$ cat config.mk
export PLATFORM = sky130hd
export DESIGN_NAME = tx_frame_queue
export DESIGN_NICKNAME = d
export VERILOG_FILES = /design/src/mac_attach_stream_pkg.sv /design/src/tx_frame_queue.sv
export VERILOG_INCLUDE_DIRS = /design/src
export SDC_FILE = /design/constraint.sdc
export NUM_CORES = 2
export LEC_CHECK = 0
export BUFFER_PORTS_ARGS = -buffer_cell sky130_fd_sc_hd__buf_4
export CORE_UTILIZATION = 45
export CTS_CLUSTER_SIZE = 28
export DETAILED_ROUTE_END_ITERATION = 8
export PLACE_DENSITY = 0.72
export RECOVER_POWER = 50
export SYNTH_ARGS = -nofsm -noshare
export SYNTH_HDL_FRONTEND = slang
export SYNTH_SLANG_ARGS = --single-unit
$ cat constraint.sdc
create_clock -name axis_aclk -period 81.8 [get_ports axis_aclk]
set_clock_uncertainty 0.2 [all_clocks]
set_input_delay 16.36 -clock axis_aclk [delete_from_list [all_inputs] [get_ports axis_aclk]]
set_output_delay 16.36 -clock axis_aclk [all_outputs]
set_load 0.03 [all_outputs]
$ cat src/mac_attach_settings.svh
/*
 * MAC attachment settings
 * Widths, queue depths, register constants and counter width
 */
`ifndef MAC_ATTACH_SETTINGS_SVH
`define MAC_ATTACH_SETTINGS_SVH

// Stream widths, same on both sides of the block
`define AXIS_DATA_WIDTH   64
`define AXIS_KEEP_WIDTH   8
`define AXIS_TUSER_WIDTH  128
`define TIMESTAMP_WIDTH   64

// Queue depths in beats
`define RX_QUEUE_DEPTH    16
`define TX_QUEUE_DEPTH    16

// Top bit is the sticky overflow flag
`define STAT_CNT_WIDTH    8

// Register constants
`define REG_ID_DEFAULT       32'h0000_da01
`define REG_VERSION_DEFAULT  32'h0000_0100
`define REG_DEBUG_DEFAULT    32'h0000_0010

`endif

$ cat src/mac_attach_stream_pkg.sv
/*
 * Stream types for the MAC attachment
 * Beat types and the tuser field layout
 */
`include "mac_attach_settings.svh"

package mac_attach_stream_pkg;

  typedef logic [`AXIS_DATA_WIDTH-1:0]  axis_data_t;
  typedef logic [`AXIS_KEEP_WIDTH-1:0]  axis_keep_t;
  typedef logic [`AXIS_TUSER_WIDTH-1:0] axis_tuser_t;

  // One beat as held in a queue entry
  typedef struct packed {
    axis_data_t  data;
    axis_keep_t  keep;
    axis_tuser_t tuser;
    logic        last;
  } stream_beat_t;

  // --------------------------------------------------------------------------
  // Sideband fields written on the first beat of a received frame
  // --------------------------------------------------------------------------
  localparam int TUSER_SRC_PORT_LSB   = 16;
  localparam int TUSER_SRC_PORT_WIDTH = 8;
  localparam int TUSER_STAMP_LSB      = 32;
  localparam int TUSER_STAMP_WIDTH    = `TIMESTAMP_WIDTH;

endpackage

$ cat src/tx_frame_queue.sv
/*
 * Transmit frame FIFO between the pipeline and the MAC
 */
`include "mac_attach_settings.svh"

module tx_frame_queue (
  input  logic                               axis_aclk,
  input  logic                               i_rst_n,
  input  mac_attach_stream_pkg::axis_data_t  i_tdata,
  input  mac_attach_stream_pkg::axis_keep_t  i_tkeep,
  input  mac_attach_stream_pkg::axis_tuser_t i_tuser,
  input  logic                               i_tvalid,
  input  logic                               i_tlast,
  output logic                               o_tready,
  output mac_attach_stream_pkg::axis_data_t  o_tdata,
  output mac_attach_stream_pkg::axis_keep_t  o_tkeep,
  output mac_attach_stream_pkg::axis_tuser_t o_tuser,
  output logic                               o_tvalid,
  output logic                               o_tlast,
  input  logic                               i_tready
);

  localparam int DEPTH = `TX_QUEUE_DEPTH;
  localparam int AW    = $clog2(DEPTH);

  mac_attach_stream_pkg::stream_beat_t mem [DEPTH];
  mac_attach_stream_pkg::stream_beat_t out_beat;

  logic [AW:0] wr_ptr;
  logic [AW:0] rd_ptr;
  logic [AW:0] level;
  logic        wr_en;
  logic        rd_en;

  assign level    = wr_ptr - rd_ptr;
  assign o_tready = level != (AW + 1)'(DEPTH);
  assign o_tvalid = level != '0;
  assign wr_en    = i_tvalid && o_tready;
  assign rd_en    = o_tvalid && i_tready;

  always_ff @(posedge axis_aclk) begin
    if (wr_en) begin
      mem[wr_ptr[AW-1:0]] <= '{data: i_tdata, keep: i_tkeep, tuser: i_tuser, last: i_tlast};
    end
  end

  always_ff @(posedge axis_aclk) begin
    if (!i_rst_n) begin
      wr_ptr <= '0;
      rd_ptr <= '0;
    end else begin
      wr_ptr <= wr_ptr + (AW + 1)'(wr_en);
      rd_ptr <= rd_ptr + (AW + 1)'(rd_en);
    end
  end

  assign out_beat = mem[rd_ptr[AW-1:0]];
  assign o_tdata  = out_beat.data;
  assign o_tkeep  = out_beat.keep;
  assign o_tuser  = out_beat.tuser;
  assign o_tlast  = out_beat.last;

  // A write into a full queue would overwrite the held head beat
  a_no_write_full : assert property (@(posedge axis_aclk) disable iff (!i_rst_n)
    o_tvalid && !i_tready |=> o_tvalid && $stable(out_beat));
  // A read from an empty queue would push the level past the depth
  a_no_read_empty : assert property (@(posedge axis_aclk) disable iff (!i_rst_n)
    level <= (AW + 1)'(DEPTH));

endmodule
==> key figures <==
Power
  – Peak VDD IR: around 0.029 mV
  – Final total power: 4334 uW
  – Power Dens Cells: around 31 nW/um^2
  – Leak pwr: 0.04202 uW

Layout
  – Filler-free cell count of the finished design: 8,991
  – Layout cells sized above 1: about a third
  – Layout area overhead: 14.44%
  – Final core utilization: 51.77%
  – # nets final: 5,374

Clock network
  – Post-CTS setup buffers: 0
  – Root Buffer: clkbuf_16
  – Cts hold-fix bufs: 0
  – Skew-Pair Late Insertion Delay: 930 ps
  – Cts repair resizes: 0
  – CTS HTree Levels: 5
  – Worst-path clk slew: 60 ps
  – CTS tree: yes
  – CTS buffer count: 330
  – CTS max path bufs: 4
  – # clock sinks: 3,226

Flow run
  – Maxcap violations: 6

Global route
  – First-pass GRT wire length: 394.3 mm
  – Tot GR Track Use: 20.20%
  – Number of global-route vias before repair: 55,650
  – Largest net degree at the start of global routing: 137
  – Remaining global-route overflow: 0
  – Initial antenna violation count: 58

Synth
  – Share of the synthesized area in the top cell type: 79.74%
  – Yosys warnings: 0
  – EDFF count, synth: 3,216
  – Register area share after synthesis: 79.91%
  – #FFs+latches synth: approximately 3,200
  – Syn Inst Count: 4,544
  – Yosys cell types: 31
  – Netlist Area Pre-Place: between 100,000 and 150,000 um^2
  – Mapped Avg Cell Area: about 27 um^2
  – Syn Nets: between 4,000 and 5,000
  – Top_reg_cell synth: edfxtp_1
  – Commonest cells post-synth: edfxtp_1, mux4_2, clkbuf_1, buf_4, buf_2
  – Area contributors post-synth: edfxtp_1, mux4_2, clkbuf_1
  – Top-count cell post-synth: edfxtp_1
  – Area leader, netlist: edfxtp_1
  – Asr flop ratio synth: 0%

Floorplan
  – Die X: 520.8 um
  – Die H: 520.8 um
  – Initial Util: 45.24%
  – IO Pins: a little over 400
  – Core Box Area: 267,700 um^2
  – FP Rows: 190
  – Die ar.: 271,200 um^2

Drt
  – Routed WL: 274.6 mm
  – Initial DRC count: 5,440
  – DRC viols: 0
  – ANT nets after route: 0
  – Iteration count of the initial detailed-routing pass: 5
  – Wire per inst: 30.54 um
  – Routed vias: 52,970
  – Via/cell ratio: 5.891

Status
  – Failing checks: capacitance limit, slew limit
  – Status: complete, but fails checks

Hold path
  – Worst Hold Class: reg2reg
  – Worst hold start: rd_ptr[4]

STA
  – Crit path time final: between 20,000 and 25,000 ps
  – Slew headroom: -348.2%
  – Fmax: around 0.042 GHz
  – Endpoints failing setup: 0
  – Final worst slack: roughly 58,000 ps
  – Crit share post-route: 29.41%
  – Final setup TNS: 0 ps
  – Unrepaired setup endpoints after global routing: no
  – Tightest Pin Transition: 6723 ps
  – Max Transition Viols Final: 175
  – Final Hold Vio Count: 0

Worst setup path
  – Critical path endpoint category: output pin
  – Crit. Startpoint: rd_ptr[1]
  – Reg2reg setup slack: slightly above 70,000 ps
  – Critical Path AT: about 7500 ps
  – Critical Path Source Type: flip-flop
  – Required time of the critical path: 65,240 ps
  – Reg-to-Reg Start: rd_ptr[0]
  – CP Max Fanout: 65
  – CP Class: reg2out

Placement
  – Port Buf Inserts: 407
  – Post-DP HPWL: approximately 130 mm
  – Routability cong.: 0.7351
  – Worst slack, placed: roughly 59,000 ps
  – Placed insts: 8,381
## routing by layer
metal,track usage [%],part of all wire [%]
met1,26.61,38
met2,33.02,50
met3,5.916,9.4
met4,5.309,2.4
met5,0,0.20
## metrics by stage
| stage | hold WS, ps | area (um^2) |
|---|---|---|
| final | 427.3 | 138600 |
| after global routing | 455.8 | 138600 |
| after CTS | 414.6 | 139400 |
| after detailed placement | 392.3 | 128600 |
| after global placement | 385.6 | 128600 |
| after floorplan | 351.8 | 121100 |
## critical path: stages, from the launching register on
cell     delay (ps)
dfxtp_4         780
buf_4           890
buf_4           890
buf_4           860
buf_4           840
buf_4           780
mux4_2          410
mux4_2          590
buf_4           220
## worst paths after layout
path                  endpoint  cells past startpoint
setup / recovery   o_tuser[85]                      8
hold reg to reg      rd_ptr[4]                      2
setup reg to reg  mem[11][149]                      9
hold / removal       rd_ptr[4]                      2
## registers in the layout, summed over array words and instances, names as in the netlist
signal and count:
mem 3216, rd_ptr 5, wr_ptr 5
## power breakdown
part / switching [uW] / internal (uW) / leakage, uW
registers: 23.8 / 1910 / 0.0291
clock network: 632 / 862 / 0.00523
logic: 503 / 409 / 0.00767
## final cells by class
type	instances	area (um^2)
multi-input combinational	1085	23230
sequential	3226	96780
inverter	5	26.28
fill	20160	129100
clock inverter	196	2217
antenna	14	35.03
tap	3552	4444
clock buffer	400	8606
timing repair buffer	513	3253
## cells in the final DEF, fill, tap and decap left out, drive strengths merged
cell | netlist | layout
clkbuf | 117 | 607
a21boi | 2 | 2
nand2b | 2 | 2
dfxtp | 10 | 10
clkinv | 0 | 140
nor3b | 2 | 2
nor3 | 1 | 1
nand2 | 12 | 12
xnor2 | 7 | 7
xor2 | 2 | 2
buf | 111 | 306
diode | 0 | 14
a21oi | 1 | 1
nor2b | 4 | 4
o22ai | 1 | 1
o211ai | 1 | 1
nor4 | 3 | 3
ha | 8 | 8
inv | 5 | 17
clkinvlp | 0 | 11
nand3 | 6 | 6
bufinv | 0 | 33
mux4 | 1005 | 1005
or2 | 2 | 2
o41ai | 1 | 1
and3b | 1 | 1
nor2 | 14 | 14
and2 | 10 | 10
edfxtp | 3216 | 3216
## cells by family after synthesis
group           synth area share (%)
compound gates               0.04134
mux                            18.69
flops                          79.91
simple gates                  0.2376
xor+xnor                     0.06509
buf+inv                       0.9753
fa+ha+maj                    0.08266
(Power assumes the default switching activity.)
