### src/mac_attach_settings.svh
/*
 * MAC attachment settings
 * Widths, queue depths, register constants and counter width
 */
`ifndef MAC_ATTACH_SETTINGS_SVH
`define MAC_ATTACH_SETTINGS_SVH

// Stream widths, same on both sides of the block
`define AXIS_DATA_WIDTH   64
`define AXIS_KEEP_WIDTH   8
`define AXIS_TUSER_WIDTH  128
`define TIMESTAMP_WIDTH   64

// Queue depths in beats
`define RX_QUEUE_DEPTH    16
`define TX_QUEUE_DEPTH    16

// Top bit is the sticky overflow flag
`define STAT_CNT_WIDTH    8

// Register constants
`define REG_ID_DEFAULT       32'h0000_da01
`define REG_VERSION_DEFAULT  32'h0000_0100
`define REG_DEBUG_DEFAULT    32'h0000_0010

`endif

### src/mac_attach_stream_pkg.sv
/*
 * Stream types for the MAC attachment
 * Beat types and the tuser field layout
 */
`include "mac_attach_settings.svh"

package mac_attach_stream_pkg;

  typedef logic [`AXIS_DATA_WIDTH-1:0]  axis_data_t;
  typedef logic [`AXIS_KEEP_WIDTH-1:0]  axis_keep_t;
  typedef logic [`AXIS_TUSER_WIDTH-1:0] axis_tuser_t;

  // One beat as held in a queue entry
  typedef struct packed {
    axis_data_t  data;
    axis_keep_t  keep;
    axis_tuser_t tuser;
    logic        last;
  } stream_beat_t;

  // --------------------------------------------------------------------------
  // Sideband fields written on the first beat of a received frame
  // --------------------------------------------------------------------------
  localparam int TUSER_SRC_PORT_LSB   = 16;
  localparam int TUSER_SRC_PORT_WIDTH = 8;
  localparam int TUSER_STAMP_LSB      = 32;
  localparam int TUSER_STAMP_WIDTH    = `TIMESTAMP_WIDTH;

endpackage

### src/rx_frame_queue.sv
/*
 * Receive frame queue
 * Holds MAC frames until the last beat, then commits or drops them
 */
`include "mac_attach_settings.svh"

module rx_frame_queue (
  input  logic                               axis_aclk,
  input  logic                               i_rst_n,
  // MAC side without back-pressure
  input  mac_attach_stream_pkg::axis_data_t  i_tdata,
  input  mac_attach_stream_pkg::axis_keep_t  i_tkeep,
  input  mac_attach_stream_pkg::axis_tuser_t i_tuser,
  input  logic                               i_tvalid,
  input  logic                               i_tlast,
  input  logic                               i_err,
  input  logic [7:0]                         i_interface_number,
  input  logic [`TIMESTAMP_WIDTH-1:0]        i_stamp,
  // Pipeline side
  output mac_attach_stream_pkg::axis_data_t  o_tdata,
  output mac_attach_stream_pkg::axis_keep_t  o_tkeep,
  output mac_attach_stream_pkg::axis_tuser_t o_tuser,
  output logic                               o_tvalid,
  output logic                               o_tlast,
  input  logic                               i_tready,
  // Statistics events
  output logic                               o_frame_seen,
  output logic                               o_frame_drop
);

  localparam int DEPTH = `RX_QUEUE_DEPTH;
  localparam int AW    = $clog2(DEPTH);

  typedef logic [AW:0] ptr_t;

  mac_attach_stream_pkg::stream_beat_t mem [DEPTH];
  mac_attach_stream_pkg::stream_beat_t in_beat;
  mac_attach_stream_pkg::stream_beat_t out_beat;

  ptr_t wr_spec;
  ptr_t wr_commit;
  ptr_t rd_ptr;
  logic in_frame;
  logic skip_frame;
  logic spec_full;
  logic accept;
  logic overflow;
  logic mem_we;

  // --------------------------------------------------------------------------
  // Input side
  // --------------------------------------------------------------------------

  // First beat carries the port number and arrival time
  always_comb begin
    in_beat = '{data: i_tdata, keep: i_tkeep, tuser: i_tuser, last: i_tlast};
    if (!in_frame) begin
      in_beat.tuser[mac_attach_stream_pkg::TUSER_STAMP_LSB +:
                    mac_attach_stream_pkg::TUSER_STAMP_WIDTH] = i_stamp;
      in_beat.tuser[mac_attach_stream_pkg::TUSER_SRC_PORT_LSB +:
                    mac_attach_stream_pkg::TUSER_SRC_PORT_WIDTH] = i_interface_number;
    end
  end

  assign spec_full = ptr_t'(wr_spec - rd_ptr) == ptr_t'(DEPTH);
  assign accept    = i_tvalid && !skip_frame;
  assign overflow  = accept && spec_full;
  assign mem_we    = accept && !spec_full;

  assign o_frame_seen = i_tvalid && i_tlast;
  assign o_frame_drop = overflow || (mem_we && i_tlast && i_err);

  always_ff @(posedge axis_aclk) begin
    if (mem_we) begin
      mem[wr_spec[AW-1:0]] <= in_beat;
    end
  end

  always_ff @(posedge axis_aclk) begin
    if (!i_rst_n) begin
      wr_spec    <= '0;
      wr_commit  <= '0;
      rd_ptr     <= '0;
      in_frame   <= 1'b0;
      skip_frame <= 1'b0;
    end else begin
      if (i_tvalid) begin
        in_frame <= !i_tlast;
      end
      if (skip_frame && i_tvalid && i_tlast) begin
        skip_frame <= 1'b0;
      end
      // Overflow rewinds and ignores the rest of the frame
      if (overflow) begin
        wr_spec    <= wr_commit;
        skip_frame <= !i_tlast;
      end else if (mem_we) begin
        if (i_tlast && i_err) begin
          wr_spec <= wr_commit;
        end else if (i_tlast) begin
          wr_spec   <= wr_spec + ptr_t'(1);
          wr_commit <= wr_spec + ptr_t'(1);
        end else begin
          wr_spec <= wr_spec + ptr_t'(1);
        end
      end
      if (o_tvalid && i_tready) begin
        rd_ptr <= rd_ptr + ptr_t'(1);
      end
    end
  end

  // --------------------------------------------------------------------------
  // Output side shows committed beats only
  // --------------------------------------------------------------------------
  assign out_beat = mem[rd_ptr[AW-1:0]];
  assign o_tvalid = rd_ptr != wr_commit;
  assign o_tdata  = out_beat.data;
  assign o_tkeep  = out_beat.keep;
  assign o_tuser  = out_beat.tuser;
  assign o_tlast  = out_beat.last;

  a_commit_bound : assert property (@(posedge axis_aclk) disable iff (!i_rst_n)
    ptr_t'(wr_commit - rd_ptr) <= ptr_t'(DEPTH));

endmodule

### config.mk
export PLATFORM = sky130hd
export DESIGN_NAME = rx_frame_queue
export DESIGN_NICKNAME = d
export VERILOG_FILES = /design/src/mac_attach_stream_pkg.sv /design/src/rx_frame_queue.sv
export VERILOG_INCLUDE_DIRS = /design/src
export SDC_FILE = /design/constraint.sdc
export NUM_CORES = 2
export LEC_CHECK = 0
export BUFFER_PORTS_ARGS = -buffer_cell sky130_fd_sc_hd__buf_2
export CAP_MARGIN = 20
export CORE_MARGIN = 2
export CORE_UTILIZATION = 61
export CTS_CLUSTER_DIAMETER = 30
export DETAILED_ROUTE_END_ITERATION = 16
export HOLD_SLACK_MARGIN = 0.06
export PLACE_DENSITY = 0.79
export SYNTH_ARGS = -nofsm -noshare
export SYNTH_HDL_FRONTEND = slang
export SYNTH_SLANG_ARGS = --single-unit
### constraint.sdc
create_clock -name axis_aclk -period 9.8 [get_ports axis_aclk]
set_clock_uncertainty 0.2 [all_clocks]
set_input_delay 0.49 -clock axis_aclk [delete_from_list [all_inputs] [get_ports axis_aclk]]
set_output_delay 0.49 -clock axis_aclk [all_outputs]
set_load 0.005 [all_outputs]
==> results by group <==
Floorplan
  • IO Pins: 482
  • Die height: 453 um
  • Core ar.: 200000 um^2
  • Die X: 453 um
  • Placement row count: 164
  • Initial Utilization: 61.4%
  • Die area: 205000 um^2

Yosys
  • Synth Area in Compound Gates: 0.885%
  • Post-synthesis adder-cell area fraction: 0.0916%
  • Cell Area, Synth: 123000 um^2
  • Combinational family with the most area after synthesis: multiplexers
  • Sequential cell area fraction in the yosys report: 78.9%
  • Syn Area/Cell: 25.0 um^2
  • EDFF count, synth: 3216
  • Synth warn: 0
  • Mux contribution to synthesized area: 18.4%
  • Dominant synthesized flop cell: edfxtp_1
  • Simple-gate share of the synthesized area: 0.658%
  • Post-Synth XOR/XNOR Area: 0.0855%
  • Syn Inst Count: 4923
  • Syn_nets: 5210
  • Post-synthesis async set-or-reset flop share: 0%
  • Synth cell types: 37
  • FF+latch count, synth: 3237

Cells and area
  • Area delta synth->final: 21.9%
  • Share of cells above drive strength 1: 37.6%
  • Final #Nets: 6339
  • Final core utilization: 74.9%

Routing
  • DRC: 0
  • Iteration-0 DRC Markers: 9384
  • Routed WL: 339000 um
  • TritonRoute pass-1 iters: 6
  • Via/cell ratio: 6.82
  • Wire length per cell: 37.1 um
  • Vias: 62400
  • Final ANT Viol Nets: 0

Clock network
  • Sink Count: 3237
  • Worst-Skew Late Latency: 0.96 ns
  • H-tree depth: 6
  • CTS tree: built
  • Clk buf depth: 4
  • Post-CTS Setup Bufs: 0
  • Clock root buffer: clkbuf_16
  • Clock-pin slew on the worst setup and hold paths: 0.05 ns
  • CTS Buf Count: 539

STA
  • Fmax: 0.175 GHz
  • Pins over their slew limit: 0
  • Setup TNS: 0 ns
  • Tmin final: 5.71 ns
  • Rel. slew slack: 16.7%
  • Final Hold Viols: 0
  • Least-Margin Pin Slew: 1.25 ns
  • Worst Slack Setup Final: 4.09 ns
  • Final period utilization: 58.3%
  • Final setup violating endpoints: 0
  • RSZ-0062 raised after global routing: false
  • Fin Hold WS: 0.263 ns

Placed design
  • Routability cong.: 0.754
  • DP Worst Slack: 5.06 ns
  • Detailed Place HPWL: 133000 um
  • Number of port buffers: 481

Critical path
  • Arrival time worst endpoint: 5.02 ns
  • Critical path class: flop to primary output
  • Critical-path cell with the highest stage delay: buf_12
  • CP most frequent cell: buf_12
  • CP Capture Type: primary output
  • Largest fanout on the critical path: 127
  • WP data required: 9.11 ns
  • Nature of the critical path startpoint: flop
  • Crit-path cells: buf_12, buf_12, mux4_2, nor2b_1, a211oi_1, a21oi_1, buf_2
  • Crit path largest cell delay: 0.83 ns

Power
  • Max rail drop VDD: 214 uV
  • Cell Pwr Density: 248 nW/um^2
  • Pleak: 47.6 nW
  • Overall Power: 0.0372 W

Global routing
  • Initial antenna violation count: 31
  • Overall routing resource usage: 33.4%
  • Global route total overflow: 0
  • Vias in the first global route: 66800
  • First-pass GRT wire length: 484000 um
  • Largest net degree at the start of global routing: 161

Job
  • Maxcap violations: 0

Min path
  • Worst Hold Class: input pin to flop

Outcome
  • Status: completed
## cell type report
type                       count  area [um^2]
sequential                  3237        97000
fill                        9842        50300
tap                         2656         3320
clock buffer                 600        14100
timing repair buffer         849         6250
inverter                       7         26.3
multi-input combinational   1418        24800
clock inverter               355         4270
antenna                       24         60.1
## synthesized netlist by cell type (2+ instances only)
| library cell | instances | area share, % |
|---|---|---|
| edfxtp_1 | 3216 | 79 |
| mux4_2 | 929 | 17 |
| clkbuf_1 | 136 | 0.42 |
| buf_2 | 88 | 0.36 |
| mux2i_1 | 84 | 0.68 |
| nor2b_1 | 81 | 0.41 |
| a21oi_1 | 80 | 0.33 |
| a211oi_1 | 76 | 0.46 |
| mux2_2 | 72 | 0.66 |
| buf_1 | 21 | 0.064 |
| dfxtp_1 | 21 | 0.34 |
| and3_1 | 18 | 0.092 |
| nand2_1 | 14 | 0.043 |
| buf_4 | 12 | 0.073 |
| xnor2_1 | 10 | 0.071 |
| ha_1 | 9 | 0.092 |
| nor2_1 | 8 | 0.024 |
| inv_1 | 7 | 0.021 |
| nand3_1 | 6 | 0.024 |
| a31oi_1 | 4 | 0.020 |
| buf_6 | 4 | 0.037 |
| o21ai_0 | 4 | 0.016 |
| and2_1 | 3 | 0.015 |
| a22o_1 | 2 | 0.014 |
| nand2b_1 | 2 | 0.010 |
| nand3b_1 | 2 | 0.012 |
| o22ai_1 | 2 | 0.010 |
| or3_1 | 2 | 0.010 |
| xor2_1 | 2 | 0.014 |
## routing by layer
metal / wire length [um] / GRT usage [%] / up-vias
li1: - / - / 23900
met1: 114000 / 42.3 / 32800
met2: 175000 / 55.3 / 4869
met3: 32100 / 7.08 / 913
met4: 18100 / 17.1 / 4
met5: 27 / 0 / -
## sequential cells by signal, summed over array words and instances, names as in the netlist, named ones only
register	flops
skip_frame	1
mem	3216
wr_spec	5
in_frame	1
wr_commit	5
rd_ptr	5
## through the flow
step / area, um^2 / std cells
after floorplan: 123000 / 4923
final: 150000 / 9146
after CTS: 150000 / 9115
after global placement: 128000 / 7880
after detailed placement: 128000 / 7880
after global routing: 150000 / 9142
## timing repair
item                      in CTS  in global routing
hold buffers                 280                  0
resized for setup              0                  0
hold endpoints to repair    3237                  0
## worst max-delay path: cells and delay by family, from the launching register on
kind | cells | cell delay, ns
buf+inv | 3 | 1.68
simple gates | 1 | 0.15
flops | 1 | 0.81
mux | 1 | 0.61
compound gates | 2 | 0.58
## final timing paths
| kind | end | cells past startpoint | from | slack (ns) |
|---|---|---|---|---|
| worst max register to register | mem[3][71] | 9 | rd_ptr[3] | 5.16 |
| worst min-delay path | mem[2][177] | 2 | i_tdata[40] | 0.26 |
| worst max-delay path | o_tuser[20] | 7 | flop | 4.09 |
| worst min register to register | wr_commit[1] | 2 | wr_commit[1] | 0.30 |
## cell families (layout without fill, tap and decap cells)
family                   count (synthesis)  in the layout
XOR/XNOR                                12             12
other                                    0             24
flip-flops                            3237           3237
AND/OR/NAND/NOR                        139            139
multiplexers                          1085           1085
adder cells (fa/ha/maj)                  9              9
AO/OA/AOI/OAI                          173            173
buffers and inverters                  268           1811
## report_power, final
part / internal (W) / total [W] / switching, W
clock network: 0.0125 / 0.0194 / 0.00690
logic: 0.00107 / 0.00229 / 0.00121
registers: 0.0154 / 0.0155 / 0.0000699
total: 0.0290 / 0.0372 / 0.00818
## cell usage in the layout (no fill, tap or decap), types with 37 or more instances in the layout
master         instances
buf_2                481
mux2i_1               84
clkbuf_16            556
bufinv_16             79
clkinvlp_4            51
nor2b_1               81
a21oi_1               80
clkinv_2              62
inv_6                 37
dlygate4sd3_1        280
clkbuf_1              44
mux2_2                72
clkinv_4              41
mux4_2               929
edfxtp_1            3216
a211oi_1              76
clkinv_1              69
buf_4                 62
No activity file was read; power rests on OpenSTA's default activity.
