===== src/mac_attach_settings.svh =====
/*
 * MAC attachment settings
 * Widths, queue depths, register constants and counter width
 */
`ifndef MAC_ATTACH_SETTINGS_SVH
`define MAC_ATTACH_SETTINGS_SVH

// Stream widths, same on both sides of the block
`define AXIS_DATA_WIDTH   64
`define AXIS_KEEP_WIDTH   8
`define AXIS_TUSER_WIDTH  128
`define TIMESTAMP_WIDTH   64

// Queue depths in beats
`define RX_QUEUE_DEPTH    16
`define TX_QUEUE_DEPTH    16

// Top bit is the sticky overflow flag
`define STAT_CNT_WIDTH    8

// Register constants
`define REG_ID_DEFAULT       32'h0000_da01
`define REG_VERSION_DEFAULT  32'h0000_0100
`define REG_DEBUG_DEFAULT    32'h0000_0010

`endif


===== src/mac_attach_reg_pkg.sv =====
/*
 * Register map of the MAC attachment
 * Addresses, control bits and packet counter types
 */
`include "mac_attach_settings.svh"

package mac_attach_reg_pkg;

  typedef logic [7:0]  reg_addr_t;
  typedef logic [31:0] reg_data_t;

  // --------------------------------------------------------------------------
  // Address map
  // --------------------------------------------------------------------------
  localparam reg_addr_t ADDR_ID       = 8'h00;
  localparam reg_addr_t ADDR_VERSION  = 8'h04;
  localparam reg_addr_t ADDR_CONTROL  = 8'h08;
  localparam reg_addr_t ADDR_FLIP     = 8'h0C;
  localparam reg_addr_t ADDR_DEBUG    = 8'h10;
  // Counters follow in steps of 4
  localparam reg_addr_t ADDR_CNT_BASE = 8'h14;

  // Control register bits, both self-clearing
  localparam int CTRL_CLEAR_COUNTERS_BIT = 0;
  localparam int CTRL_RESET_REGS_BIT     = 4;

  // Packet counters in address order
  typedef enum logic [2:0] {
    STAT_RX_MAC,
    STAT_RX_DROP,
    STAT_RX_OUT,
    STAT_TX_IN,
    STAT_TX_MAC
  } stat_idx_t;

  localparam int NUM_STATS = 5;

  typedef logic [`STAT_CNT_WIDTH-1:0] stat_cnt_t;

endpackage


===== src/pkt_stat_if.sv =====
/*
 * Counter link between the statistics block and the registers
 */
interface pkt_stat_if;

  mac_attach_reg_pkg::stat_cnt_t count [mac_attach_reg_pkg::NUM_STATS];
  // One bit per counter, pulsed on a counter read
  logic [mac_attach_reg_pkg::NUM_STATS-1:0] read_clear;
  logic clear_all;

  modport counters (
    input  read_clear,
    input  clear_all,
    output count
  );

  modport regs (
    output read_clear,
    output clear_all,
    input  count
  );

endinterface


===== src/attach_regs.sv =====
/*
 * Register block with strobe access
 * ID, version, control, flip, debug and counter readback
 */
`include "mac_attach_settings.svh"

module attach_regs (
  input  logic                          axis_aclk,
  input  logic                          i_rst_n,
  input  mac_attach_reg_pkg::reg_addr_t i_reg_addr,
  input  logic                          i_reg_wr,
  input  mac_attach_reg_pkg::reg_data_t i_reg_wdata,
  input  logic                          i_reg_rd,
  output mac_attach_reg_pkg::reg_data_t o_reg_rdata,
  output logic                          o_reg_rvalid,
  pkt_stat_if.regs                      stat
);

  localparam int N     = mac_attach_reg_pkg::NUM_STATS;
  localparam int SEL_W = $clog2(N);
  // Pulse bits never stay set in the control register
  localparam mac_attach_reg_pkg::reg_data_t CTRL_PULSE_MASK =
    (32'd1 << mac_attach_reg_pkg::CTRL_CLEAR_COUNTERS_BIT) |
    (32'd1 << mac_attach_reg_pkg::CTRL_RESET_REGS_BIT);

  mac_attach_reg_pkg::reg_data_t ctrl_reg;
  mac_attach_reg_pkg::reg_data_t flip_wr;
  mac_attach_reg_pkg::reg_data_t debug_wr;
  mac_attach_reg_pkg::reg_data_t rd_mux;
  mac_attach_reg_pkg::reg_addr_t cnt_off;
  logic [SEL_W-1:0]              cnt_sel;
  logic                          cnt_hit;
  logic                          ctrl_wr;

  // --------------------------------------------------------------------------
  // Counter address decode
  // --------------------------------------------------------------------------
  assign cnt_off = i_reg_addr - mac_attach_reg_pkg::ADDR_CNT_BASE;
  assign cnt_sel = cnt_off[SEL_W+1:2];
  assign cnt_hit = (i_reg_addr >= mac_attach_reg_pkg::ADDR_CNT_BASE) &&
                   (cnt_off[1:0] == 2'b00) && (cnt_off[7:2] < 6'(N));

  // Counters clear on read, so the pulse goes out with the strobe
  assign stat.read_clear = (i_reg_rd && cnt_hit) ? (N'(1) << cnt_sel) : '0;

  assign ctrl_wr        = i_reg_wr && (i_reg_addr == mac_attach_reg_pkg::ADDR_CONTROL);
  assign stat.clear_all = ctrl_wr && i_reg_wdata[mac_attach_reg_pkg::CTRL_CLEAR_COUNTERS_BIT];

  always_comb begin
    rd_mux = '0;
    case (i_reg_addr)
      mac_attach_reg_pkg::ADDR_ID:      rd_mux = `REG_ID_DEFAULT;
      mac_attach_reg_pkg::ADDR_VERSION: rd_mux = `REG_VERSION_DEFAULT;
      mac_attach_reg_pkg::ADDR_CONTROL: rd_mux = ctrl_reg;
      mac_attach_reg_pkg::ADDR_FLIP:    rd_mux = ~flip_wr;
      mac_attach_reg_pkg::ADDR_DEBUG:   rd_mux = `REG_DEBUG_DEFAULT + debug_wr;
      default: begin
        if (cnt_hit) begin
          rd_mux = 32'(stat.count[cnt_sel]);
        end
      end
    endcase
  end

  // --------------------------------------------------------------------------
  // Write side and read response
  // --------------------------------------------------------------------------
  always_ff @(posedge axis_aclk) begin
    if (!i_rst_n) begin
      ctrl_reg     <= '0;
      flip_wr      <= '0;
      debug_wr     <= '0;
      o_reg_rvalid <= 1'b0;
    end else begin
      o_reg_rvalid <= i_reg_rd;
      if (ctrl_wr && i_reg_wdata[mac_attach_reg_pkg::CTRL_RESET_REGS_BIT]) begin
        ctrl_reg <= '0;
        flip_wr  <= '0;
        debug_wr <= '0;
      end else if (i_reg_wr) begin
        case (i_reg_addr)
          mac_attach_reg_pkg::ADDR_CONTROL: ctrl_reg <= i_reg_wdata & ~CTRL_PULSE_MASK;
          mac_attach_reg_pkg::ADDR_FLIP:    flip_wr  <= i_reg_wdata;
          mac_attach_reg_pkg::ADDR_DEBUG:   debug_wr <= i_reg_wdata;
          default: ;
        endcase
      end
    end
  end

  always_ff @(posedge axis_aclk) begin
    if (i_reg_rd) begin
      o_reg_rdata <= rd_mux;
    end
  end

endmodule


===== src/flat_wrapper.sv =====
// flat-port wrapper written by rule: the top's interface ports become plain ports
module attach_regs_flat 
  (axis_aclk, i_rst_n, i_reg_addr, i_reg_wr, i_reg_wdata, i_reg_rd, o_reg_rdata, o_reg_rvalid, stat_read_clear, stat_clear_all, stat_count);
  pkt_stat_if stat_i ();
  input  logic axis_aclk;
  input  logic i_rst_n;
  input  mac_attach_reg_pkg::reg_addr_t i_reg_addr;
  input  logic i_reg_wr;
  input  mac_attach_reg_pkg::reg_data_t i_reg_wdata;
  input  logic i_reg_rd;
  output mac_attach_reg_pkg::reg_data_t o_reg_rdata;
  output logic o_reg_rvalid;
  output wire logic [$bits(stat_i.read_clear)-1:0] stat_read_clear;
  output wire logic [$bits(stat_i.clear_all)-1:0] stat_clear_all;
  input wire logic [$bits(stat_i.count)-1:0] stat_count;
  assign stat_read_clear = stat_i.read_clear;
  assign stat_clear_all = stat_i.clear_all;
  assign stat_i.count = {>>{stat_count}};
  attach_regs u_core (.axis_aclk(axis_aclk), .i_rst_n(i_rst_n), .i_reg_addr(i_reg_addr), .i_reg_wr(i_reg_wr), .i_reg_wdata(i_reg_wdata), .i_reg_rd(i_reg_rd), .o_reg_rdata(o_reg_rdata), .o_reg_rvalid(o_reg_rvalid), .stat(stat_i));
endmodule

===== config.mk =====
export PLATFORM = sky130hd
export DESIGN_NAME = attach_regs_flat
export DESIGN_NICKNAME = d
export VERILOG_FILES = /design/src/mac_attach_reg_pkg.sv /design/src/pkt_stat_if.sv /design/src/attach_regs.sv /design/src/flat_wrapper.sv
export VERILOG_INCLUDE_DIRS = /design/src
export SDC_FILE = /design/constraint.sdc
export NUM_CORES = 1
export LEC_CHECK = 0
export ABC_AREA = 1
export BUFFER_PORTS_ARGS = -buffer_cell sky130_fd_sc_hd__buf_2
export CORE_UTILIZATION = 49
export CTS_BUF_LIST = sky130_fd_sc_hd__clkbuf_4
export CTS_CLUSTER_DIAMETER = 150
export CTS_CLUSTER_SIZE = 14
export DETAILED_ROUTE_END_ITERATION = 7
export PLACE_DENSITY = 0.68
export SYNTH_ARGS = -nofsm -noshare
export SYNTH_HDL_FRONTEND = slang
export SYNTH_SLANG_ARGS = --single-unit

===== constraint.sdc =====
create_clock -name axis_aclk -period 2.2 [get_ports axis_aclk]
set_input_delay 0.22 -clock axis_aclk [delete_from_list [all_inputs] [get_ports axis_aclk]]
set_output_delay 0.22 -clock axis_aclk [all_outputs]
set_load 0.01 [all_outputs]

==> results.json <==
{
  "worstMarginPinSlew_ns": 0.671,
  "skew_ns": 0.0213,
  "drc": 0,
  "die_w_um": 118,
  "hpwl_mm": 13.3,
  "grt_max_degree": 50,
  "most-common-layout-cells": "nand2_1 (425), buf_2 (122), a21oi_1 (98)",
  "post_cts_buffers": 0,
  "syn_nets": 1078,
  "gr-total-overflow": 0,
  "ys_ff_latch": 127,
  "cts-buffers-inserted": 17,
  "diodes": 0,
  "wl_per_cell_um": 14.2,
  "cap_violations": 0,
  "hold_viol": 0,
  "grt_pass1_vias": 6197,
  "dieArea_um2": 13900,
  "rows": 42,
  "vias": 6674,
  "critical_path_arrival_ns": 1.62,
  "rrSetupSlack_ns": 0.39,
  "root_buffer": "clkbuf_4",
  "netlist.area_leader.share_pct": 28.8,
  "grt_pass1_wl_mm": 31.2,
  "outcome": "completed",
  "final_max_slew_viol_count": 0,
  "cts.sinks": 127,
  "initial_utilization_pct": 50.0,
  "ctsHoldBuffers": 33,
  "final_common_cell": "nand2_1",
  "path_max_fanout": 5,
  "drive_above_1_share_pct": 17.4,
  "pin_count": 123,
  "post-route-period-util_pct": 83.8,
  "drtIter0Drc": 462,
  "clkLatencyLatePin_ns": 0.56,
  "avgSynthCellArea_um2": 6.69,
  "drtPass1Iterations": 5,
  "setup_violations": 0,
  "synthCells": 986,
  "yosysTopAreaCell": "dfxtp_1",
  "ys_warn_count": 0,
  "crit_type": "input pin to primary output",
  "syn_area_um2": 6590,
  "ys_top_cells_by_area": "dfxtp_1 (29%), nand2_1 (24%), edfxtp_1 (15%)",
  "port_buffers": 122,
  "antenna_found_initial": 0,
  "largestRegisters": "u_core.debug_wr x32, u_core.flip_wr x32, u_core.o_reg_rdata x32",
  "yosysSeqAreaShare_pct": 43.4,
  "max-clock-path-buffers": 2,
  "cp_data_required_time_ns": 1.98,
  "grtUsageTotal_pct": 28.3,
  "die_h_um": 118,
  "clkSlewWorstSetupHoldPaths_ns": 0.10,
  "postCtsResizedCells": 0,
  "htreeDepth": 4,
  "area_delta_synth_final_pct": 21.0,
  "detail_route.wirelength_mm": 18.8,
  "synth_flop_cell": "dfxtp_1",
  "power_density_nw_per_um2": 549,
  "rsz0062_at_grt": "no",
  "cts_tree": "built",
  "synth_cell_types": 29,
  "nets": 1230,
  "fin_setup_tns_ns": 0,
  "worstSetupEndpointType": "primary output",
  "gp_congestion": 0.970,
  "p_total_w": 0.00438,
  "postRouteAntennaNets": 0,
  "peakVddDrop_uv": 441,
  "post_drt_via_cell_ratio": 5.03,
  "leakagePower_nw": 3.30,
  "core_um2": 13200,
  "start_kind": "input pin",
  "finalCriticalPeriod_ns": 1.84,
  "max_freq_mhz": 543,
  "hold_class": "input pin to register",
  "async_reset_ff_share_pct": 0,
  "synth_edf_count": 32,
  "timing.slew.headroom_pct": 55.2
}
[cell usage after synthesis, types with 6 or more instances]
library cell,n
buf_6,6
or2_2,11
clkbuf_1,11
a21oi_1,98
dfxtp_1,95
nor2_1,87
nor2_2,7
edfxtp_1,32
buf_2,26
nand3_1,66
o21ai_0,19
inv_1,71
ha_1,8
nand2_1,425
[critical path, stage by stage]
cell	delay, ns
buf_2	0.14
inv_1	0.13
ha_1	0.21
inv_1	0.06
o21ai_0	0.16
nand2_1	0.08
nor2_1	0.17
nand3_1	0.15
nor3_1	0.15
buf_2	0.16
[power breakdown]
group | internal (W) | leakage, nW | total, W | switching, W
Sequential | 0.00242 | 1.07 | 0.00243 | 0.0000108
Combinational | 0.000175 | 2.07 | 0.000407 | 0.000232
Clock | 0.000716 | 0.154 | 0.00154 | 0.000821
[logic make-up after synthesis]
group,count (synthesis),synth area share [%]
simple gates,609,37.4
fa+ha+maj,8,1.52
buf+inv,119,8.12
flops,127,43.4
xor+xnor,1,0.133
compound gates,122,9.39
[final cells by class]
cell class              instances  area [µm²]
flip-flops and latches        127        2860
fillers                      1279        5210
repair buffers                177        1160
clock buffers                  22         165
inverters                      75         282
well taps                     176         220
multi-input cells             740        3190
clock inverters                10        96.3
[final timing paths]
path                      startpoint                      to  cells after the start
setup / recovery       i_reg_addr[3]      stat_read_clear[1]                     10
hold / removal         i_reg_addr[0]   u_core.o_reg_rdata[8]                      4
hold reg to reg   u_core.flip_wr[17]      u_core.flip_wr[17]                      2
setup reg to reg  u_core.debug_wr[4]  u_core.o_reg_rdata[12]                      8
[per-layer routing]
layer	part of all wire [%]	wire length, µm	vias up	global-route usage (%)
met4	1.1	203	0	7.69
met1	48	8960	3011	40.0
met3	6.7	1250	18	5.47
met5	0	0	-	0
li1	-	-	3409	-
met2	45	8360	236	43.9
[metrics by stage]
step	util (%)	hold WS, ns	std cells	cell area [µm²]	worst slack, ns
2_1_floorplan	-	0.313	986	6590	0.123
3_3_place_gp	56.0	0.434	1262	7380	0.277
3_5_place_dp	56.0	0.448	1262	7380	0.293
4_1_cts	60.5	0.153	1327	7980	0.351
5_1_grt	60.5	0.181	1327	7980	0.159
6_report	60.5	0.204	1327	7980	0.357
No activity file was read; power rests on OpenSTA's default activity.
