## config.mk

```make
export PLATFORM = sky130hd
export DESIGN_NAME = pkt_stat_counters_flat
export DESIGN_NICKNAME = d
export VERILOG_FILES = /design/src/mac_attach_reg_pkg.sv /design/src/pkt_stat_if.sv /design/src/pkt_stat_counters.sv /design/src/flat_wrapper.sv
export VERILOG_INCLUDE_DIRS = /design/src
export SDC_FILE = /design/constraint.sdc
export NUM_CORES = 1
export LEC_CHECK = 0
export CORE_MARGIN = 2
export CORE_UTILIZATION = 50
export CTS_CLUSTER_SIZE = 28
export DETAILED_ROUTE_END_ITERATION = 6
export DONT_BUFFER_PORTS = 1
export PLACE_DENSITY = 0.68
export REMOVE_ABC_BUFFERS = 1
export SYNTH_ARGS = -nofsm -noshare
export SYNTH_HDL_FRONTEND = slang
export SYNTH_SLANG_ARGS = --single-unit
```

## constraint.sdc

```tcl
create_clock -name axis_aclk -period 1.5 [get_ports axis_aclk]
set_clock_uncertainty 0.2 [all_clocks]
set_input_delay 0.075 -clock axis_aclk [delete_from_list [all_inputs] [get_ports axis_aclk]]
set_output_delay 0.075 -clock axis_aclk [all_outputs]
set_load 0.005 [all_outputs]
```

## src/mac_attach_settings.svh

```systemverilog
/*
 * MAC attachment settings
 * Widths, queue depths, register constants and counter width
 */
`ifndef MAC_ATTACH_SETTINGS_SVH
`define MAC_ATTACH_SETTINGS_SVH

// Stream widths, same on both sides of the block
`define AXIS_DATA_WIDTH   64
`define AXIS_KEEP_WIDTH   8
`define AXIS_TUSER_WIDTH  128
`define TIMESTAMP_WIDTH   64

// Queue depths in beats
`define RX_QUEUE_DEPTH    16
`define TX_QUEUE_DEPTH    16

// Top bit is the sticky overflow flag
`define STAT_CNT_WIDTH    8

// Register constants
`define REG_ID_DEFAULT       32'h0000_da01
`define REG_VERSION_DEFAULT  32'h0000_0100
`define REG_DEBUG_DEFAULT    32'h0000_0010

`endif

```

## src/mac_attach_reg_pkg.sv

```systemverilog
/*
 * Register map of the MAC attachment
 * Addresses, control bits and packet counter types
 */
`include "mac_attach_settings.svh"

package mac_attach_reg_pkg;

  typedef logic [7:0]  reg_addr_t;
  typedef logic [31:0] reg_data_t;

  // --------------------------------------------------------------------------
  // Address map
  // --------------------------------------------------------------------------
  localparam reg_addr_t ADDR_ID       = 8'h00;
  localparam reg_addr_t ADDR_VERSION  = 8'h04;
  localparam reg_addr_t ADDR_CONTROL  = 8'h08;
  localparam reg_addr_t ADDR_FLIP     = 8'h0C;
  localparam reg_addr_t ADDR_DEBUG    = 8'h10;
  // Counters follow in steps of 4
  localparam reg_addr_t ADDR_CNT_BASE = 8'h14;

  // Control register bits, both self-clearing
  localparam int CTRL_CLEAR_COUNTERS_BIT = 0;
  localparam int CTRL_RESET_REGS_BIT     = 4;

  // Packet counters in address order
  typedef enum logic [2:0] {
    STAT_RX_MAC,
    STAT_RX_DROP,
    STAT_RX_OUT,
    STAT_TX_IN,
    STAT_TX_MAC
  } stat_idx_t;

  localparam int NUM_STATS = 5;

  typedef logic [`STAT_CNT_WIDTH-1:0] stat_cnt_t;

endpackage

```

## src/pkt_stat_if.sv

```systemverilog
/*
 * Counter link between the statistics block and the registers
 */
interface pkt_stat_if;

  mac_attach_reg_pkg::stat_cnt_t count [mac_attach_reg_pkg::NUM_STATS];
  // One bit per counter, pulsed on a counter read
  logic [mac_attach_reg_pkg::NUM_STATS-1:0] read_clear;
  logic clear_all;

  modport counters (
    input  read_clear,
    input  clear_all,
    output count
  );

  modport regs (
    output read_clear,
    output clear_all,
    input  count
  );

endinterface

```

## src/pkt_stat_counters.sv

```systemverilog
/*
 * Packet counters with sticky overflow
 * One counter per stage event, cleared on read or on request
 */
module pkt_stat_counters (
  input  logic                                     axis_aclk,
  input  logic                                     i_rst_n,
  input  logic [mac_attach_reg_pkg::NUM_STATS-1:0] i_event,
  pkt_stat_if.counters                             stat
);

  localparam int N = mac_attach_reg_pkg::NUM_STATS;
  localparam int W = $bits(mac_attach_reg_pkg::stat_cnt_t);

  mac_attach_reg_pkg::stat_cnt_t cnt [N];

  always_ff @(posedge axis_aclk) begin
    if (!i_rst_n) begin
      for (int i = 0; i < N; i++) begin
        cnt[i] <= '0;
      end
    end else begin
      for (int i = 0; i < N; i++) begin
        // Clear wins over a same-cycle event
        if (stat.clear_all || stat.read_clear[i]) begin
          cnt[i] <= '0;
        end else begin
          cnt[i][W-2:0] <= cnt[i][W-2:0] + (W - 1)'(i_event[i]);
          // Wrap of the count sets the flag for good
          if (i_event[i] && (&cnt[i][W-2:0])) begin
            cnt[i][W-1] <= 1'b1;
          end
        end
      end
    end
  end

  assign stat.count = cnt;

endmodule

```

## src/flat_wrapper.sv

```systemverilog
// flat-port wrapper written by rule: the top's interface ports become plain ports
module pkt_stat_counters_flat 
  (axis_aclk, i_rst_n, i_event, stat_read_clear, stat_clear_all, stat_count);
  pkt_stat_if stat_i ();
  input  logic axis_aclk;
  input  logic i_rst_n;
  input  logic [mac_attach_reg_pkg::NUM_STATS-1:0] i_event;
  input wire logic [$bits(stat_i.read_clear)-1:0] stat_read_clear;
  input wire logic [$bits(stat_i.clear_all)-1:0] stat_clear_all;
  output wire logic [$bits(stat_i.count)-1:0] stat_count;
  assign stat_i.read_clear = stat_read_clear;
  assign stat_i.clear_all = stat_clear_all;
  assign stat_count = {>>{stat_i.count}};
  pkt_stat_counters u_core (.axis_aclk(axis_aclk), .i_rst_n(i_rst_n), .i_event(i_event), .stat(stat_i));
endmodule
```

==> run_summary.xml, run 1 <==
<?xml version="1.0" encoding="UTF-8"?>
<metrics>
  <group name="sta">
    <metric name="worst_pin_slew" unit="ns">0.380</metric>
    <metric name="timing_max_transition_violations_final" unit="">0</metric>
    <metric name="setup_violations" unit="">0</metric>
    <metric name="holdWs" unit="ns">0.113</metric>
    <metric name="unrepaired_setup_endpoints_after_global_routing" unit="">true</metric>
    <metric name="finalCriticalPeriod" unit="ns">1.49</metric>
    <metric name="timing_hold_violations_final" unit="">0</metric>
    <metric name="clock.fmax" unit="GHz">0.669</metric>
    <metric name="final.period_utilization" unit="%">99.6</metric>
    <metric name="worst_slew_margin_rel" unit="%">74.6</metric>
  </group>
  <group name="placed_design">
    <metric name="numPortBuffers" unit="">0</metric>
    <metric name="dpl.hpwl" unit="um">2600</metric>
    <metric name="final_weighted_congestion_of_routability_driven_global_placement" unit="">0.829</metric>
  </group>
  <group name="clock_tree">
    <metric name="cts_inserted_buffers" unit="">5</metric>
    <metric name="clock_tree.buffer_depth" unit="">2</metric>
    <metric name="cts_tree" unit="">done</metric>
    <metric name="insertion_delay" unit="ns">0.34</metric>
    <metric name="clockRootBuffer" unit="">sky130_fd_sc_hd__clkbuf_4</metric>
    <metric name="clock_tree.htree_level_count" unit="">2</metric>
    <metric name="clock_sinks" unit="">40</metric>
    <metric name="cts.reportedPaths.clkPinSlew" unit="ns">0.10</metric>
  </group>
  <group name="global_routing">
    <metric name="grt_antenna_before_repair" unit="">0</metric>
    <metric name="number_of_global_route_vias_before_repair" unit="">1318</metric>
    <metric name="maximum_number_of_pins_on_one_net_before_global_route_repair" unit="">12</metric>
    <metric name="first_pass_grt_wire_length" unit="um">5510</metric>
    <metric name="grt_remaining_overflow" unit="">0</metric>
    <metric name="grt_util_all_layers" unit="%">19.7</metric>
  </group>
  <group name="power">
    <metric name="switching_share" unit="%">22.4</metric>
    <metric name="power" unit="mW">1.66</metric>
    <metric name="pwr_density_cell" unit="nW/um2">768</metric>
    <metric name="power.net_switching" unit="mW">0.372</metric>
    <metric name="vdd.ir_drop.worst" unit="uV">410</metric>
    <metric name="power.leakage" unit="nW">0.729</metric>
    <metric name="pwr-share-comb" unit="%">5.7</metric>
    <metric name="pwr-share-clk" unit="%">29.9</metric>
    <metric name="p_int" unit="mW">1.29</metric>
    <metric name="sequentialPowerShare" unit="%">64.4</metric>
  </group>
  <group name="logic_synthesis">
    <metric name="synth_top_cells_by_count" unit="">40 x sky130_fd_sc_hd__dfxtp_1, 17 x sky130_fd_sc_hd__nor2_1, 11 x sky130_fd_sc_hd__ha_1, 11 x sky130_fd_sc_hd__nand2_1, 11 x sky130_fd_sc_hd__nand3_1</metric>
    <metric name="post_synth_instance_area" unit="um2">1690</metric>
    <metric name="postSynthCellCount" unit="">175</metric>
    <metric name="post-synth-top-count-cell" unit="">sky130_fd_sc_hd__dfxtp_1</metric>
    <metric name="ys_async_sr_fraction" unit="%">0</metric>
    <metric name="synth.area.top_cells" unit="">sky130_fd_sc_hd__dfxtp_1 47%, sky130_fd_sc_hd__ha_1 8.2%, sky130_fd_sc_hd__xor2_1 5.2%, sky130_fd_sc_hd__nor2_1 3.8%, sky130_fd_sc_hd__and2_1 3.7%</metric>
    <metric name="ys_warn_count" unit="">0</metric>
    <metric name="post_synth_num_cell_types" unit="">20</metric>
    <metric name="netlist.top_cell.by_area" unit="">sky130_fd_sc_hd__dfxtp_1</metric>
    <metric name="area_share_of_the_largest_cell_type_after_synthesis" unit="%">47.5</metric>
    <metric name="seq_area_frac_synth" unit="%">47.5</metric>
    <metric name="count_of_flip_flops_with_a_built_in_enable_after_synthesis" unit="">0</metric>
    <metric name="postSynthAreaPerCell" unit="um2">9.64</metric>
    <metric name="synth-main-ff-cell" unit="">sky130_fd_sc_hd__dfxtp_1</metric>
    <metric name="yosys_register_bits" unit="">40</metric>
  </group>
  <group name="status">
    <metric name="status" unit="">finished, final reports clean</metric>
  </group>
  <group name="critical_path">
    <metric name="worstPathBufferInverterCount" unit="">1</metric>
    <metric name="critPathLaunchType" unit="">input port</metric>
    <metric name="r2r_start" unit="">u_core.stat.count[8]$_SDFF_PP0_</metric>
    <metric name="arrival" unit="ns">1.57</metric>
    <metric name="worstRegToRegCells" unit="">5</metric>
    <metric name="criticalPathCategory" unit="">in -&gt; reg</metric>
    <metric name="cp_common_cell" unit="">sky130_fd_sc_hd__ha_4</metric>
    <metric name="path_delay_family" unit="">buffers and inverters</metric>
    <metric name="critical_path.max_stage_delay" unit="ns">0.62</metric>
    <metric name="reg2reg_to" unit="">u_core.stat.count[14]$_SDFF_PP0_</metric>
    <metric name="r2r_slack" unit="ns">0.02</metric>
    <metric name="crit_required" unit="ns">1.57</metric>
    <metric name="cpMaxStageDelayCell" unit="">sky130_fd_sc_hd__dlygate4sd3_1</metric>
    <metric name="crit_path_end_kind" unit="">flop</metric>
    <metric name="timing.critical_path.cells" unit="">dlygate4sd3_1, ha_4, ha_4, nand2_1, or3_1, a21oi_1</metric>
    <metric name="critPathMaxFanout" unit="">2</metric>
  </group>
  <group name="floorplanning">
    <metric name="start_util" unit="%">51.4</metric>
    <metric name="fp-row-count" unit="">21</metric>
    <metric name="die-height" unit="um">62.1</metric>
    <metric name="die-area" unit="um2">3850</metric>
    <metric name="top_level_ports" unit="">53</metric>
    <metric name="core-area" unit="um2">3280</metric>
    <metric name="die_width" unit="um">62.1</metric>
  </group>
  <group name="cells_and_area">
    <metric name="layout-drive-gt1-share" unit="%">24.1</metric>
    <metric name="n_antenna_cell" unit="">0</metric>
    <metric name="areaGrowthSynthToFinish" unit="%">28.6</metric>
    <metric name="multi_input_gate_area_in_the_final_layout" unit="um2">985</metric>
    <metric name="filler_cell_count" unit="">273</metric>
    <metric name="final_nets" unit="">236</metric>
    <metric name="max_reg_flops" unit="">40</metric>
    <metric name="seq_area" unit="um2">807</metric>
  </group>
  <group name="route">
    <metric name="met3_wirelength" unit="um">214</metric>
    <metric name="wl_met2" unit="um">2100</metric>
    <metric name="viasPerCell" unit="">5.39</metric>
    <metric name="detailedRoute.firstIterationViolations" unit="">59</metric>
    <metric name="wl_met1" unit="um">1450</metric>
    <metric name="wl_per_cell" unit="um">14.8</metric>
    <metric name="top_layer_used" unit="">met4</metric>
    <metric name="routed_wirelength" unit="um">3810</metric>
    <metric name="drt_drc_violations_left" unit="">0</metric>
    <metric name="vias" unit="">1391</metric>
    <metric name="postRouteAntennaNets" unit="">0</metric>
    <metric name="detail_route.first_pass.iterations" unit="">4</metric>
  </group>
  <group name="hold_path">
    <metric name="worst_hold_path.endpoint" unit="">u_core.stat.count[0]$_SDFF_PP0_</metric>
    <metric name="holdPathStages" unit="">3</metric>
    <metric name="hold_path.class" unit="">in -&gt; reg</metric>
    <metric name="hold_path_startpoint" unit="">i_event[4]</metric>
  </group>
  <group name="job">
    <metric name="max-cap-violations" unit="">0</metric>
  </group>
</metrics>
==> final cells by class <==
type	count	share of cell area (%)
multi-input cells	132	45.4
flip-flops and latches	40	37.2
repair buffers	31	12.2
well taps	46	2.65
clock buffers	6	1.90
inverters	2	0.346
clock inverters	1	0.231
==> what timing repair did <==
action                                 in CTS  in global routing
hold buffers                               12                  0
setup endpoints to repair                   4                  8
pin swaps                                   1                  6
buffers inserted                            1                  2
gates resized for setup                     8                 18
endpoints found under the hold margin      40                  0
==> layout by cell type (no fill, tap or decap), types with 8 or more instances in the layout <==
cell and instances:
sky130_fd_sc_hd__ha_4 8, sky130_fd_sc_hd__a21oi_1 9, sky130_fd_sc_hd__dfxtp_1 35, sky130_fd_sc_hd__buf_4 19, sky130_fd_sc_hd__nand2_1 11, sky130_fd_sc_hd__nand3_1 11, sky130_fd_sc_hd__and2_1 10, sky130_fd_sc_hd__dlygate4sd3_1 11
sky130_fd_sc_hd__xor2_1 10, sky130_fd_sc_hd__o21ai_0 10, sky130_fd_sc_hd__nor2_1 17, sky130_fd_sc_hd__or3_1 10
==> tightest hold or removal path, stage by stage <==
cell and delay (ns):
sky130_fd_sc_hd__dlymetal6s4s_1 0.26, sky130_fd_sc_hd__ha_2 0.18, sky130_fd_sc_hd__and2_1 0.10
==> metal layers <==
| metal | up-vias | track usage [%] |
|---|---|---|
| met1 | 664 | 21.1 |
| met2 | 38 | 34.7 |
| li1 | 685 | - |
| met5 | - | 0 |
| met3 | 4 | 7.66 |
| met4 | 0 | 7.29 |
==> stage by stage <==
stage	worst slack [ns]	std cells	utilization [%]	area [um2]	TNS [ns]
after floorplan	-0.0149	174	-	1680	-0.0149
after global placement	0.0517	236	56.6	1860	0
after detailed placement	-0.0427	236	56.6	1860	-0.0427
after CTS	0.00309	256	62.4	2050	0
after global routing	-0.0146	258	66.0	2170	-0.0535
final	0.00582	258	66.0	2170	0
==> power by group through the flow <==
stage,clock network (mW),registers [mW],logic [mW]
3_5_place_dp,0,1.09,0.0453
5_1_grt,0.567,1.07,0.104
6_report,0.498,1.07,0.0941
4_1_cts,0.524,1.07,0.0830
2_1_floorplan,0,1.09,0.0286
3_3_place_gp,0,1.09,0.0437
==> worst max path at each step <==
stage / start / end / slack [ns] / cells after the start
floorplan: u_core.stat.count[0]$_SDFF_PP0_ / u_core.stat.count[6]$_SDFF_PP0_ / -0.01 / 5
global placement: u_core.stat.count[32]$_SDFF_PP0_ / u_core.stat.count[38]$_SDFF_PP0_ / 0.05 / 5
detailed placement: u_core.stat.count[0]$_SDFF_PP0_ / u_core.stat.count[6]$_SDFF_PP0_ / -0.04 / 5
CTS: u_core.stat.count[0]$_SDFF_PP0_ / u_core.stat.count[6]$_SDFF_PP0_ / 0.003 / 5
global route: u_core.stat.count[8]$_SDFF_PP0_ / u_core.stat.count[14]$_SDFF_PP0_ / -0.01 / 5
finish: i_event[3] / u_core.stat.count[14]$_SDFF_PP0_ / 0.006 / 6
==> logic make-up (layout without fill, tap and decap cells) <==
kind of cell	Yosys count	after routing	share of synthesized area, %
flip-flops	40	40	47.5
AND/OR/NAND/NOR	81	81	27.7
adder cells (fa/ha/maj)	11	11	8.16
buffers and inverters	3	40	0.742
XOR/XNOR	15	15	7.79
AO/OA/AOI/OAI	25	25	8.16
Note: power is estimated with default switching activity, not from simulation.
==> inputs of run 2 (changes only) <==
--- a/config.mk
+++ b/config.mk
@@ -11,7 +11,7 @@
 export CTS_CLUSTER_SIZE = 28
 export DETAILED_ROUTE_END_ITERATION = 6
 export DONT_BUFFER_PORTS = 1
-export PLACE_DENSITY = 0.68
+export PLACE_DENSITY = 0.76
 export REMOVE_ABC_BUFFERS = 1
 export SYNTH_ARGS = -nofsm -noshare
 export SYNTH_HDL_FRONTEND = slang
==> constraint.sdc (replaced) <==
create_clock -name axis_aclk -period 1.51 [get_ports axis_aclk]
set_clock_uncertainty 0.2 [all_clocks]
set_input_delay 0.0755 -clock axis_aclk [delete_from_list [all_inputs] [get_ports axis_aclk]]
set_output_delay 0.0755 -clock axis_aclk [all_outputs]
set_load 0.005 [all_outputs]
==> run_summary.xml, run 2 (synthesis results as in run 1) <==
<?xml version="1.0" encoding="UTF-8"?>
<metrics>
  <group name="status">
    <metric name="status" unit="">finished, final reports clean</metric>
  </group>
  <group name="critical_path">
    <metric name="critPathLaunchType" unit="">flop</metric>
    <metric name="cpMaxStageDelayCell" unit="">sky130_fd_sc_hd__dfxtp_2</metric>
    <metric name="crit_required" unit="ns">1.59</metric>
    <metric name="timing.critical_path.cells" unit="">ha_1, ha_2, nand2_1, or3_1, a21oi_1</metric>
    <metric name="critPathMaxFanout" unit="">3</metric>
    <metric name="arrival" unit="ns">1.55</metric>
    <metric name="criticalPathCategory" unit="">reg -&gt; reg</metric>
    <metric name="critical_path.max_stage_delay" unit="ns">0.34</metric>
    <metric name="path_delay_family" unit="">simple AND/OR/NAND/NOR gates</metric>
    <metric name="crit_path_end_kind" unit="">flop</metric>
    <metric name="r2r_slack" unit="ns">0.04</metric>
    <metric name="worstPathBufferInverterCount" unit="">0</metric>
  </group>
  <group name="cells_and_area">
    <metric name="final_nets" unit="">234</metric>
    <metric name="layout_common_cells" unit="">35 x sky130_fd_sc_hd__dfxtp_1, 17 x sky130_fd_sc_hd__nor2_1, 17 x sky130_fd_sc_hd__buf_4, 12 x sky130_fd_sc_hd__dlygate4sd3_1</metric>
    <metric name="max_reg_flops" unit="">40</metric>
    <metric name="areaGrowthSynthToFinish" unit="%">31.5</metric>
    <metric name="post_route_cell_area" unit="um2">2220</metric>
    <metric name="layout_commonest_cell" unit="">sky130_fd_sc_hd__dfxtp_1</metric>
    <metric name="n_antenna_cell" unit="">0</metric>
    <metric name="layout-drive-gt1-share" unit="%">25.2</metric>
  </group>
  <group name="sta">
    <metric name="timing_hold_violations_final" unit="">0</metric>
    <metric name="timing_max_transition_violations_final" unit="">0</metric>
    <metric name="worst_pin_slew" unit="ns">0.409</metric>
    <metric name="worst_slew_margin_rel" unit="%">72.6</metric>
    <metric name="setup_violations" unit="">0</metric>
    <metric name="final.period_utilization" unit="%">97.0</metric>
    <metric name="finalCriticalPeriod" unit="ns">1.47</metric>
    <metric name="holdWs" unit="ns">0.290</metric>
    <metric name="clock.fmax" unit="GHz">0.682</metric>
    <metric name="unrepaired_setup_endpoints_after_global_routing" unit="">true</metric>
  </group>
  <group name="global_routing">
    <metric name="first_pass_grt_wire_length" unit="um">5330</metric>
    <metric name="grt_remaining_overflow" unit="">0</metric>
    <metric name="grt_util_all_layers" unit="%">19.3</metric>
    <metric name="maximum_number_of_pins_on_one_net_before_global_route_repair" unit="">13</metric>
    <metric name="number_of_global_route_vias_before_repair" unit="">1290</metric>
    <metric name="grt_antenna_before_repair" unit="">0</metric>
  </group>
  <group name="floorplanning">
    <metric name="core-area" unit="um2">3280</metric>
    <metric name="fp-row-count" unit="">21</metric>
    <metric name="top_level_ports" unit="">53</metric>
    <metric name="die-height" unit="um">62.1</metric>
    <metric name="die-area" unit="um2">3850</metric>
    <metric name="start_util" unit="%">51.4</metric>
    <metric name="die_width" unit="um">62.1</metric>
  </group>
  <group name="clock_tree">
    <metric name="clock_sinks" unit="">40</metric>
    <metric name="clock_tree.htree_level_count" unit="">2</metric>
    <metric name="clockRootBuffer" unit="">sky130_fd_sc_hd__clkbuf_4</metric>
    <metric name="insertion_delay" unit="ns">0.35</metric>
    <metric name="cts_tree" unit="">done</metric>
    <metric name="cts.reportedPaths.clkPinSlew" unit="ns">0.11</metric>
    <metric name="clock_tree.buffer_depth" unit="">2</metric>
    <metric name="cts_inserted_buffers" unit="">5</metric>
  </group>
  <group name="route">
    <metric name="detail_route.first_pass.iterations" unit="">4</metric>
    <metric name="postRouteAntennaNets" unit="">0</metric>
    <metric name="viasPerCell" unit="">5.45</metric>
    <metric name="drt_drc_violations_left" unit="">0</metric>
    <metric name="routed_wirelength" unit="um">3700</metric>
    <metric name="wl_per_cell" unit="um">14.4</metric>
    <metric name="vias" unit="">1395</metric>
    <metric name="detailedRoute.firstIterationViolations" unit="">48</metric>
  </group>
  <group name="power">
    <metric name="sequentialPowerShare" unit="%">53.4</metric>
    <metric name="switching_share" unit="%">18.9</metric>
    <metric name="pwr_density_cell" unit="nW/um2">899</metric>
    <metric name="power.leakage" unit="nW">0.739</metric>
    <metric name="power.net_switching" unit="mW">0.376</metric>
    <metric name="vdd.ir_drop.worst" unit="uV">524</metric>
    <metric name="pwr-share-comb" unit="%">4.5</metric>
    <metric name="p_int" unit="mW">1.62</metric>
    <metric name="pwr-share-clk" unit="%">42.1</metric>
  </group>
  <group name="job">
    <metric name="max-cap-violations" unit="">0</metric>
  </group>
  <group name="hold_path">
    <metric name="hold_path.class" unit="">in -&gt; reg</metric>
  </group>
  <group name="placed_design">
    <metric name="dpl.hpwl" unit="um">2520</metric>
    <metric name="final_weighted_congestion_of_routability_driven_global_placement" unit="">0.831</metric>
    <metric name="placedInstanceArea" unit="um2">1840</metric>
    <metric name="numPortBuffers" unit="">0</metric>
  </group>
</metrics>
-- run 2: metrics by stage --
step	std cells	setup WS, ns	setup TNS [ns]	util [%]	total power [mW]
2_1_floorplan	174	-0.00487	-0.00487	-	1.12
3_3_place_gp	234	0.0448	0	56.2	1.13
3_5_place_dp	234	-0.0493	-0.100	56.2	1.13
4_1_cts	254	0.00334	0	64.2	2.00
5_1_grt	256	-0.0158	-0.0158	67.5	2.06
6_report	256	0.0448	0	67.5	1.99
-- run 2: repair_timing --
action | in CTS | in global routing
resized for setup | 11 | 17
pin swaps | 1 | 10
setup endpoints to repair | 4 | 8
setup buffers | 1 | 2
hold buffers | 12 | 0
hold endpoints to repair | 40 | 0
-- run 2: cell type report --
| type | instances | area [um2] |
|---|---|---|
| timing repair buffer | 29 | 248 |
| fill | 262 | 1070 |
| multi-input combinational | 132 | 1000 |
| inverter | 2 | 7.51 |
| clock inverter | 2 | 60.1 |
| sequential | 40 | 807 |
| tap | 46 | 57.6 |
| clock buffer | 5 | 37.5 |
-- run 2: worst reg2reg max path: stages, from the launching register on --
cell and delay, ns:
sky130_fd_sc_hd__dfxtp_2 0.34, sky130_fd_sc_hd__ha_1 0.16, sky130_fd_sc_hd__ha_2 0.20, sky130_fd_sc_hd__nand2_1 0.06
sky130_fd_sc_hd__or3_1 0.31, sky130_fd_sc_hd__a21oi_1 0.13
-- run 2: final timing paths --
check,from,to,cells past startpoint
worst max-delay path,u_core.stat.count[8]$_SDFF_PP0_,u_core.stat.count[14]$_SDFF_PP0_,5
worst min-delay path,stat_read_clear[3],u_core.stat.count[15]$_SDFFE_PP0P_,3
worst max register to register,u_core.stat.count[8]$_SDFF_PP0_,u_core.stat.count[14]$_SDFF_PP0_,5
worst min register to register,u_core.stat.count[31]$_SDFFE_PP0P_,u_core.stat.count[31]$_SDFFE_PP0P_,1
-- run 2: power by group through the flow --
stage	sequential, mW	combinational [mW]	clock, mW
2_1_floorplan	1.09	0.0285	0
3_3_place_gp	1.09	0.0442	0
3_5_place_dp	1.09	0.0449	0
4_1_cts	1.06	0.0838	0.854
5_1_grt	1.06	0.100	0.896
6_report	1.06	0.0903	0.838
-- run 2: layer usage --
metal | vias to the layer above | track usage [%] | wire length [um] | part of all wire, %
met2 | 39 | 33.5 | 1950 | 53
met4 | 0 | 7.60 | 76 | 2.1
met5 | - | 0 | 0 | 0
met1 | 666 | 19.9 | 1440 | 39
li1 | 682 | - | - | -
met3 | 8 | 9.11 | 226 | 6.1
